$ cat src/hdl/tanimoto_config.svh
`ifndef TANIMOTO_CONFIG_SVH
`define TANIMOTO_CONFIG_SVH

// Fingerprint width, one bus word
`define TANI_VEC_W 32
// References held, one lane each
`define TANI_N_REF 4
`define TANI_ID_W 8
// Cycles from an accepted beat to lane 0
`define TANI_POP_LAT 2
`define TANI_FIFO_DEPTH 16
// Input stops when a lane FIFO has fewer free entries than this
`define TANI_THROTTLE_MARGIN 10

`endif

$ cat src/hdl/ctrl_pkg.sv
`include "tanimoto_config.svh"

package ctrl_pkg;
    typedef enum logic [1:0] {
        ST_LOAD,
        ST_COMPARE,
        ST_FLUSH,
        ST_OVER
    } seq_state_t;
    // One entry per possible weight sum, 0 to 2*VEC_W
    typedef logic [$clog2(2*`TANI_VEC_W+1)-1:0] thr_addr_t;
endpackage

$ cat src/hdl/vec_pkg.sv
`include "tanimoto_config.svh"

package vec_pkg;
    typedef logic [`TANI_VEC_W-1:0] vec_t;
    // Must hold a count of VEC_W set bits
    typedef logic [$clog2(`TANI_VEC_W+1)-1:0] weight_t;
    typedef logic [$clog2(`TANI_VEC_W+1):0] wsum_t;
    typedef logic [`TANI_ID_W-1:0] vec_id_t;
    // Reference ID in the upper half, query ID in the lower half
    typedef logic [2*`TANI_ID_W-1:0] id_pair_t;
endpackage

$ cat src/hdl/lane_if.sv
`timescale 1ns/1ns

interface lane_if;
    import vec_pkg::*;

    logic    ref_shift;
    logic    q_valid;
    vec_t    vec;
    weight_t weight;
    vec_id_t id;

    // Producer side of one link in the lane chain
    modport upstream (output ref_shift, output q_valid, output vec, output weight, output id);

    modport downstream (input ref_shift, input q_valid, input vec, input weight, input id);
endinterface

$ cat src/hdl/lane_cmp.sv
`timescale 1ns/1ns
`include "tanimoto_config.svh"

module lane_cmp (
    input  logic                clk,
    input  logic                rstn,
    lane_if.downstream          i_lane,
    lane_if.upstream            o_lane,
    input  logic                i_thr_we,
    input  ctrl_pkg::thr_addr_t i_thr_addr,
    input  vec_pkg::weight_t    i_thr_data,
    output logic                o_push,
    output vec_pkg::id_pair_t   o_pair
);
    import vec_pkg::*;

    localparam int THR_N = 2 * `TANI_VEC_W + 1;

    vec_t     ref_vec;
    weight_t  ref_weight;
    vec_id_t  ref_id;
    // Stage A holds the query and also feeds the next lane
    logic     a_valid;
    vec_t     a_vec;
    weight_t  a_weight;
    vec_id_t  a_id;
    logic     b_valid;
    weight_t  b_cnt;
    wsum_t    b_wsum;
    id_pair_t b_pair;
    logic     c_valid;
    weight_t  c_thr;
    weight_t  c_cnt;
    id_pair_t c_pair;
    weight_t  and_cnt;
    weight_t  thr_mem [THR_N];

    // On a load the stored reference moves on to the next lane
    assign o_lane.ref_shift = i_lane.ref_shift;
    assign o_lane.q_valid   = a_valid;
    assign o_lane.vec       = i_lane.ref_shift ? ref_vec : a_vec;
    assign o_lane.weight    = i_lane.ref_shift ? ref_weight : a_weight;
    assign o_lane.id        = i_lane.ref_shift ? ref_id : a_id;

    always_comb begin
        and_cnt = '0;
        for (int b = 0; b < `TANI_VEC_W; b++) begin
            and_cnt = and_cnt + weight_t'(a_vec[b] & ref_vec[b]);
        end
    end

    always_ff @(posedge clk) begin
        if (i_lane.ref_shift) begin
            ref_vec    <= i_lane.vec;
            ref_weight <= i_lane.weight;
            ref_id     <= i_lane.id;
        end
        a_vec    <= i_lane.vec;
        a_weight <= i_lane.weight;
        a_id     <= i_lane.id;
        b_cnt    <= and_cnt;
        b_wsum   <= wsum_t'(ref_weight) + wsum_t'(a_weight);
        b_pair   <= {ref_id, a_id};
        c_thr    <= thr_mem[b_wsum];
        c_cnt    <= b_cnt;
        c_pair   <= b_pair;
    end

    always_ff @(posedge clk) begin
        if (!rstn) begin
            a_valid <= 1'b0;
            b_valid <= 1'b0;
            c_valid <= 1'b0;
        end else begin
            a_valid <= i_lane.q_valid;
            b_valid <= a_valid;
            c_valid <= b_valid;
        end
    end

    // Local copy of the threshold table, indexed by weight sum
    always_ff @(posedge clk) begin
        if (!rstn) begin
            for (int i = 0; i < THR_N; i++) begin
                thr_mem[i] <= '0;
            end
        end else if (i_thr_we && int'(i_thr_addr) < THR_N) begin
            thr_mem[i_thr_addr] <= i_thr_data;
        end
    end

    assign o_push = c_valid && (c_thr <= c_cnt);
    assign o_pair = c_pair;
endmodule

$ cat src/hdl/match_merge.sv
`timescale 1ns/1ns
`include "tanimoto_config.svh"

module match_merge (
    input  logic                   clk,
    input  logic                   rstn,
    input  logic [`TANI_N_REF-1:0] i_push,
    input  vec_pkg::id_pair_t      i_pair [`TANI_N_REF],
    input  logic                   i_over,
    input  logic                   i_pair_read,
    output logic                   o_pair_valid,
    output vec_pkg::id_pair_t      o_pair,
    output logic                   o_pair_last,
    output logic                   o_near_full,
    output logic                   o_all_empty
);
    import vec_pkg::*;

    localparam int N_LANE = `TANI_N_REF;
    localparam int LANE_W = (N_LANE > 1) ? $clog2(N_LANE) : 1;
    localparam int FREE_W = $clog2(`TANI_FIFO_DEPTH + 1);

    logic [N_LANE-1:0] empty;
    logic [N_LANE-1:0] pop;
    logic [N_LANE-1:0] near;
    id_pair_t          head [N_LANE];
    logic [FREE_W-1:0] free [N_LANE];
    logic [LANE_W-1:0] rr_q;
    logic [LANE_W-1:0] grant;
    logic              any_valid;
    logic              do_pop;

    for (genvar k = 0; k < N_LANE; k++) begin : g_fifo
        sync_fifo #(
            .DEPTH (`TANI_FIFO_DEPTH)
        ) u_fifo (
            .clk     (clk),
            .rstn    (rstn),
            .i_push  (i_push[k]),
            .i_data  (i_pair[k]),
            .i_pop   (pop[k]),
            .o_data  (head[k]),
            .o_empty (empty[k]),
            .o_free  (free[k])
        );
        assign pop[k]  = do_pop && (grant == LANE_W'(k));
        assign near[k] = free[k] < FREE_W'(`TANI_THROTTLE_MARGIN);
    end

    // First non-empty FIFO at or after the round-robin pointer
    always_comb begin
        grant     = rr_q;
        any_valid = 1'b0;
        for (int k = N_LANE - 1; k >= 0; k--) begin
            if (!empty[(int'(rr_q) + k) % N_LANE]) begin
                grant     = LANE_W'((int'(rr_q) + k) % N_LANE);
                any_valid = 1'b1;
            end
        end
    end

    assign do_pop = i_pair_read && !i_over && any_valid;

    always_ff @(posedge clk) begin
        if (!rstn) begin
            rr_q <= '0;
        end else if (do_pop) begin
            rr_q <= (int'(grant) == N_LANE - 1) ? '0 : grant + 1'b1;
        end
    end

    // End of run shows as a valid zero pair with the last flag
    assign o_pair_valid = i_over || any_valid;
    assign o_pair_last  = i_over;
    assign o_pair       = i_over ? '0 : head[grant];
    assign o_near_full  = |near;
    assign o_all_empty  = &empty;
endmodule

$ cat src/hdl/popcount.sv
`timescale 1ns/1ns
`include "tanimoto_config.svh"

module popcount (
    input  logic             clk,
    input  logic             rstn,
    input  logic             i_valid,
    input  logic             i_load,
    input  vec_pkg::vec_t    i_vec,
    input  vec_pkg::vec_id_t i_id,
    lane_if.upstream         o_lane
);
    import vec_pkg::*;

    // First stage counts per byte, second stage adds the bytes
    localparam int GRP_W = 8;
    localparam int N_GRP = (`TANI_VEC_W + GRP_W - 1) / GRP_W;

    weight_t part_d [N_GRP];
    weight_t part_q [N_GRP];
    weight_t sum_d;
    vec_t    vec_q;
    vec_id_t id_q;
    logic    valid_q;
    logic    load_q;

    always_comb begin
        for (int g = 0; g < N_GRP; g++) begin
            part_d[g] = '0;
            for (int b = g * GRP_W; b < (g + 1) * GRP_W && b < `TANI_VEC_W; b++) begin
                part_d[g] = part_d[g] + weight_t'(i_vec[b]);
            end
        end
    end

    always_comb begin
        sum_d = '0;
        for (int g = 0; g < N_GRP; g++) begin
            sum_d = sum_d + part_q[g];
        end
    end

    always_ff @(posedge clk) begin
        if (!rstn) begin
            valid_q          <= 1'b0;
            load_q           <= 1'b0;
            o_lane.ref_shift <= 1'b0;
            o_lane.q_valid   <= 1'b0;
        end else begin
            valid_q          <= i_valid;
            load_q           <= i_load;
            o_lane.ref_shift <= valid_q && load_q;
            o_lane.q_valid   <= valid_q && !load_q;
        end
    end

    // Vector and ID travel alongside the adder tree
    always_ff @(posedge clk) begin
        part_q        <= part_d;
        vec_q         <= i_vec;
        id_q          <= i_id;
        o_lane.vec    <= vec_q;
        o_lane.weight <= sum_d;
        o_lane.id     <= id_q;
    end
endmodule

$ cat src/hdl/seq_ctrl.sv
`timescale 1ns/1ns
`include "tanimoto_config.svh"

module seq_ctrl (
    input  logic             clk,
    input  logic             rstn,
    input  logic             i_valid,
    input  logic             i_last,
    output logic             o_read,
    output logic             o_accept,
    output logic             o_load,
    output vec_pkg::vec_id_t o_id,
    input  logic             i_near_full,
    input  logic             i_all_empty,
    output logic             o_over,
    input  logic             i_pair_read
);
    import vec_pkg::*;
    import ctrl_pkg::*;

    // Covers the popcount latency, the lane chain and the compare stages
    localparam int DRAIN   = `TANI_POP_LAT + `TANI_N_REF + 4;
    localparam int DRAIN_W = $clog2(DRAIN + 1);

    seq_state_t         state_q;
    vec_id_t            id_q;
    logic [DRAIN_W-1:0] drain_q;

    assign o_read   = (state_q == ST_LOAD || state_q == ST_COMPARE) && !i_near_full;
    assign o_accept = i_valid && o_read;
    assign o_load   = state_q == ST_LOAD;
    assign o_over   = state_q == ST_OVER;
    assign o_id     = id_q;

    always_ff @(posedge clk) begin
        if (!rstn) begin
            state_q <= ST_LOAD;
            id_q    <= '0;
            drain_q <= '0;
        end else begin
            // ID is the stream position of each accepted beat
            if (o_accept) begin
                id_q <= id_q + 1'b1;
            end
            case (state_q)
                ST_LOAD: begin
                    if (o_accept && id_q == vec_id_t'(`TANI_N_REF - 1)) begin
                        state_q <= ST_COMPARE;
                    end
                end
                ST_COMPARE: begin
                    if (o_accept && i_last) begin
                        state_q <= ST_FLUSH;
                        drain_q <= DRAIN_W'(DRAIN);
                    end
                end
                ST_FLUSH: begin
                    if (drain_q != '0) begin
                        drain_q <= drain_q - 1'b1;
                    end else if (i_all_empty) begin
                        state_q <= ST_OVER;
                    end
                end
                ST_OVER: begin
                    // Reading the last marker starts a new run
                    if (i_pair_read) begin
                        state_q <= ST_LOAD;
                        id_q    <= '0;
                    end
                end
            endcase
        end
    end
endmodule

$ cat src/hdl/sync_fifo.sv
`timescale 1ns/1ns

module sync_fifo #(
    parameter int DEPTH = 16
) (
    input  logic                       clk,
    input  logic                       rstn,
    input  logic                       i_push,
    input  vec_pkg::id_pair_t          i_data,
    input  logic                       i_pop,
    output vec_pkg::id_pair_t          o_data,
    output logic                       o_empty,
    output logic [$clog2(DEPTH+1)-1:0] o_free
);
    import vec_pkg::*;

    localparam int PTR_W = (DEPTH > 1) ? $clog2(DEPTH) : 1;
    localparam int CNT_W = $clog2(DEPTH + 1);

    id_pair_t         mem [DEPTH];
    logic [PTR_W-1:0] wr_ptr;
    logic [PTR_W-1:0] rd_ptr;
    logic [CNT_W-1:0] count_q;
    logic             do_push;
    logic             do_pop;

    // Wraps explicitly so depths other than powers of two work
    function automatic logic [PTR_W-1:0] ptr_inc(input logic [PTR_W-1:0] ptr);
        return (int'(ptr) == DEPTH - 1) ? '0 : ptr + 1'b1;
    endfunction

    assign do_push = i_push && (count_q != CNT_W'(DEPTH));
    assign do_pop  = i_pop && !o_empty;

    always_ff @(posedge clk) begin
        if (!rstn) begin
            wr_ptr  <= '0;
            rd_ptr  <= '0;
            count_q <= '0;
        end else begin
            if (do_push) begin
                wr_ptr <= ptr_inc(wr_ptr);
            end
            if (do_pop) begin
                rd_ptr <= ptr_inc(rd_ptr);
            end
            if (do_push && !do_pop) begin
                count_q <= count_q + 1'b1;
            end else if (do_pop && !do_push) begin
                count_q <= count_q - 1'b1;
            end
        end
    end

    always_ff @(posedge clk) begin
        if (do_push) begin
            mem[wr_ptr] <= i_data;
        end
    end

    // Head word is visible without a read strobe
    assign o_data  = mem[rd_ptr];
    assign o_empty = count_q == '0;
    assign o_free  = CNT_W'(DEPTH) - count_q;
endmodule

$ cat src/hdl/tanimoto_top.sv
`timescale 1ns/1ns
`include "tanimoto_config.svh"

module tanimoto_top (
    input  logic                clk,
    input  logic                rstn,
    input  vec_pkg::vec_t       i_vec,
    input  logic                i_valid,
    input  logic                i_last,
    output logic                o_read,
    input  logic                i_thr_we,
    input  ctrl_pkg::thr_addr_t i_thr_addr,
    input  vec_pkg::weight_t    i_thr_data,
    output logic                o_pair_valid,
    output vec_pkg::id_pair_t   o_pair,
    output logic                o_pair_last,
    input  logic                i_pair_read
);
    import vec_pkg::*;

    logic                   accept;
    logic                   load;
    logic                   over;
    logic                   near_full;
    logic                   all_empty;
    vec_id_t                beat_id;
    logic [`TANI_N_REF-1:0] lane_push;
    id_pair_t               lane_pair [`TANI_N_REF];

    // Link k feeds lane k, the last link leaves the chain
    lane_if lane [`TANI_N_REF+1] ();

    seq_ctrl u_seq (
        .clk         (clk),
        .rstn        (rstn),
        .i_valid     (i_valid),
        .i_last      (i_last),
        .o_read      (o_read),
        .o_accept    (accept),
        .o_load      (load),
        .o_id        (beat_id),
        .i_near_full (near_full),
        .i_all_empty (all_empty),
        .o_over      (over),
        .i_pair_read (i_pair_read)
    );

    popcount u_pop (
        .clk     (clk),
        .rstn    (rstn),
        .i_valid (accept),
        .i_load  (load),
        .i_vec   (i_vec),
        .i_id    (beat_id),
        .o_lane  (lane[0])
    );

    for (genvar k = 0; k < `TANI_N_REF; k++) begin : g_lane
        lane_cmp u_lane (
            .clk        (clk),
            .rstn       (rstn),
            .i_lane     (lane[k]),
            .o_lane     (lane[k+1]),
            .i_thr_we   (i_thr_we),
            .i_thr_addr (i_thr_addr),
            .i_thr_data (i_thr_data),
            .o_push     (lane_push[k]),
            .o_pair     (lane_pair[k])
        );
    end

    match_merge u_merge (
        .clk          (clk),
        .rstn         (rstn),
        .i_push       (lane_push),
        .i_pair       (lane_pair),
        .i_over       (over),
        .i_pair_read  (i_pair_read),
        .o_pair_valid (o_pair_valid),
        .o_pair       (o_pair),
        .o_pair_last  (o_pair_last),
        .o_near_full  (near_full),
        .o_all_empty  (all_empty)
    );
endmodule

$ cat config.mk
export PLATFORM = sky130hd
export DESIGN_NAME = tanimoto_top
export DESIGN_NICKNAME = d
export VERILOG_FILES = /design/src/hdl/ctrl_pkg.sv /design/src/hdl/vec_pkg.sv /design/src/hdl/lane_if.sv /design/src/hdl/lane_cmp.sv /design/src/hdl/match_merge.sv /design/src/hdl/popcount.sv /design/src/hdl/seq_ctrl.sv /design/src/hdl/sync_fifo.sv /design/src/hdl/tanimoto_top.sv
export VERILOG_INCLUDE_DIRS = /design/src /design/src/hdl
export SDC_FILE = /design/constraint.sdc
export NUM_CORES = 2
export LEC_CHECK = 0
export ABC_AREA = 0
export BUFFER_PORTS_ARGS = -buffer_cell sky130_fd_sc_hd__buf_2
export CAP_MARGIN = 20
export CORE_ASPECT_RATIO = 1.25
export CORE_MARGIN = 5
export CORE_UTILIZATION = 55
export CTS_CLUSTER_DIAMETER = 150
export CTS_CLUSTER_SIZE = 28
export DETAILED_ROUTE_END_ITERATION = 7
export GPL_TIMING_DRIVEN = 0
export PLACE_DENSITY = 0.71
export SYNTH_ARGS = -nofsm -noshare
export SYNTH_HDL_FRONTEND = slang
export SYNTH_HIERARCHICAL = 1
export SYNTH_SLANG_ARGS = --single-unit
$ cat constraint.sdc
create_clock -name clk -period 6.5 [get_ports clk]
set_input_delay 0.975 -clock clk [delete_from_list [all_inputs] [get_ports clk]]
set_output_delay 0.975 -clock clk [all_outputs]
set_load 0.02 [all_outputs]
==> reports/results.txt <==
Buf/Inv on CP -> 3
Worst R2R Start -> g_lane[1].u_lane/ref_vec[3]
DRT met1 WL -> 164,000 um
Die area -> 372,000 sq um
R2r setup slk -> 1.03 ns
Num ports -> 70
Cell Rows -> 246
Worst setup margin -> 0.890 ns
Number of remaining DRC errors -> 0
Static leakage power -> 75.2 nW
Share of cells above drive strength 1 -> 15.2%
Total routed wirelength -> 461,000 um
Multi-input combinational cell area -> 59,400 sq um
Core area -> 359,000 sq um
Clk sinks -> 4,894
Sw Pwr -> 21.4 mW
Critical Path Start -> u_merge/g_fifo[3].u_fifo/count_q[0]
Worst path top cell family by delay -> adder cells
Sequential Area -> 141,000 sq um
Hold Buf Count CTS -> 0
Switching share of power -> 29.2%
Final Hold Viols -> 0
FF-to-FF End -> g_lane[1].u_lane/b_cnt[5]
Critical Path Sink Type -> output port
Hpwl dp -> 331,000 um
Setup violations, final -> 0
RSZ-0062 raised after global routing -> no
Sequential Power Share -> 50.8%
F_max -> 0.178 GHz
Max-slew violations -> 0
Crit-path cells -> inv_1 -> ha_1 -> nor3b_1 -> ha_1 -> nand3b_1 -> and4b_4 -> a21oi_4 -> buf_12 -> mux2i_1 -> o22ai_1 -> buf_2
Critical path depth -> 11
Iter 0 DRT Violations -> 10,500
Max IR drop VDD -> 292 uV
Routed length per instance -> 26.6 um
Status -> finished clean
CP Max Fanout -> 10
Post-route ant nets -> 0
DRT Pass-1 Iters -> 8
Largest net degree at the start of global routing -> 149
Port Buf Inserts -> 69
First-pass GRT wire length -> 677,000 um
CTS max path bufs -> 4
Clk slew on worst S/H paths -> 0.10 ns
CTS Root Cell -> clkbuf_16
Type of origin of the critical path -> register
Synth warn -> 6
Die X -> 547 um
Crit Path Category -> reg -> out
Initial antenna violation count -> 48
Power Dens Cells -> 338 nW/um^2
CP max-delay cell -> mux2i_1
Top Metal Used -> met5
Initial Util -> 55.2%
Fin crit period -> 5.61 ns
TritonCTS Buffers -> 196
CP most frequent cell -> ha_1
Final nets -> 12,800
Placement Setup Slack -> 1.07 ns
CTS resizes -> 0
CTS tree -> yes
Wire length on met3 -> 36,300 um
Final period utilization -> 86.3%
Slew HR -> 21.7%
Area Overhead vs Synth -> 9.41%
All-Layer GR Usage -> 24.7%
Worst-case hold slack -> 0.151 ns
Met2 WL -> 236,000 um
Max incr delay on CP -> 0.58 ns
Final Skew -> 0.0604 ns
Remaining global-route overflow -> 0
Slew at the pin closest to its max-slew limit -> 1.17 ns
Mapped Area -> 198,000 sq um
Clk pwr share -> 20.1%
Total power -> 73.3 mW
Vias in the first global route -> 104,000
Setup crit end -> o_pair[8]
R2R depth -> 18
Power Internal -> 51.9 mW
H-Tree Level Count -> 4
Data arrival time of the critical path -> 4.63 ns
FILL cells -> 26,200
Via density -> 5.79
Worst min path class -> in -> reg
Setup Buffers After CTS -> 0
Worst-Skew Late Latency -> 0.96 ns
Die Y-Extent -> 681 um
Synth Instances -> 10,600
Comb pwr share -> 29.0%
Via count -> 100,000
Critical Path RT -> 5.52 ns
Gp weighted congestion -> 0.933
Maxcap violations -> 0
Syn Area/Cell -> 18.6 sq um
-- state kept, by name (all words and copies together), names as in the netlist, 28 cells and up, named ones only --
name and flops:
g_lane.u_lane/a_id 32, g_lane.u_lane/a_vec 128, g_lane.u_lane/b_pair 64, g_lane.u_lane/b_wsum 28, g_lane.u_lane/o_pair 64, g_lane.u_lane/ref_id 32, g_lane.u_lane/ref_vec 128, g_lane.u_lane/thr_mem 3072
u_merge/g_fifo.u_fifo/mem 1024, u_pop/o_lane.vec 32, u_pop/vec_q 32
-- through the flow --
step | setup TNS, ns | utilization [%] | cell area [sq um] | std cells
6_report | 0 | 60.4 | 217000 | 17300
5_1_grt | 0 | 60.4 | 217000 | 17300
4_1_cts | 0 | 60.3 | 217000 | 17300
3_5_place_dp | 0 | 58.8 | 211000 | 17000
3_3_place_gp | -1.70 | 58.5 | 210000 | 16900
2_1_floorplan | 0 | - | 204000 | 12200
-- power by group through the flow --
stage	clock network [mW]	registers, mW	logic [mW]
floorplan	0	37.5	13.9
global placement	0	37.9	21.0
detailed placement	0	38.0	21.3
CTS	15.2	37.3	21.4
global route	16.3	37.5	22.5
finish	14.8	37.3	21.3
-- worst min-delay path by stage --
stage | slack, ns | cells past startpoint | to | start
floorplan | 0.31 | 0 | g_lane[0].u_lane/c_cnt[0] | g_lane[0].u_lane/b_cnt[0]
global placement | 0.31 | 0 | g_lane[3].u_lane/b_pair[7] | g_lane[3].u_lane/a_id[7]
detailed placement | 0.31 | 0 | g_lane[3].u_lane/b_pair[5] | g_lane[3].u_lane/a_id[5]
CTS | 0.06 | 1 | u_pop/vec_q[15] | i_vec[15]
global route | 0.09 | 1 | u_pop/vec_q[15] | i_vec[15]
finish | 0.15 | 1 | u_pop/vec_q[15] | i_vec[15]
-- layout make-up --
class / count / share of cell area, %
flip-flops and latches: 4894 / 65.0
multi-input cells: 6383 / 27.4
inverters: 260 / 0.450
plain buffers: 614 / 1.23
repair buffers: 137 / 0.670
clock buffers: 294 / 2.46
clock inverters: 8 / 0.0468
diodes: 24 / 0.0277
well taps: 4712 / 2.72
-- routing by layer --
layer	vias to the layer above	track usage (%)
li1	43100	-
met3	1028	4.12
met4	36	10.9
met5	-	0
met1	52100	30.9
met2	4125	42.9
-- cell usage in the layout, fill, tap and decap left out, drive strengths merged, types with 5 or more instances in the layout --
master  count
a211oi     10
nand2b     27
a21oi      56
a311oi      7
ha        172
nand2     244
nor2b      44
diode      24
nand4       5
inv       262
nand3      38
and3       18
clkinv      5
dfxtp     614
a22oi     129
o21bai     10
nand4b      6
fa        132
or2         5
xnor2      45
nor3       27
and4b       5
o21a       12
o31ai       5
nor2      345
and2     1661
mux2i      48
mux2      159
a21o       27
a21boi      6
xor2       22
buf       309
edfxtp   4280
nand3b     11
o22ai      21
mux4     1264
conb     1512
clkbuf    736
nor3b       9
o21ai     277
No activity file was read; power rests on OpenSTA's default activity.
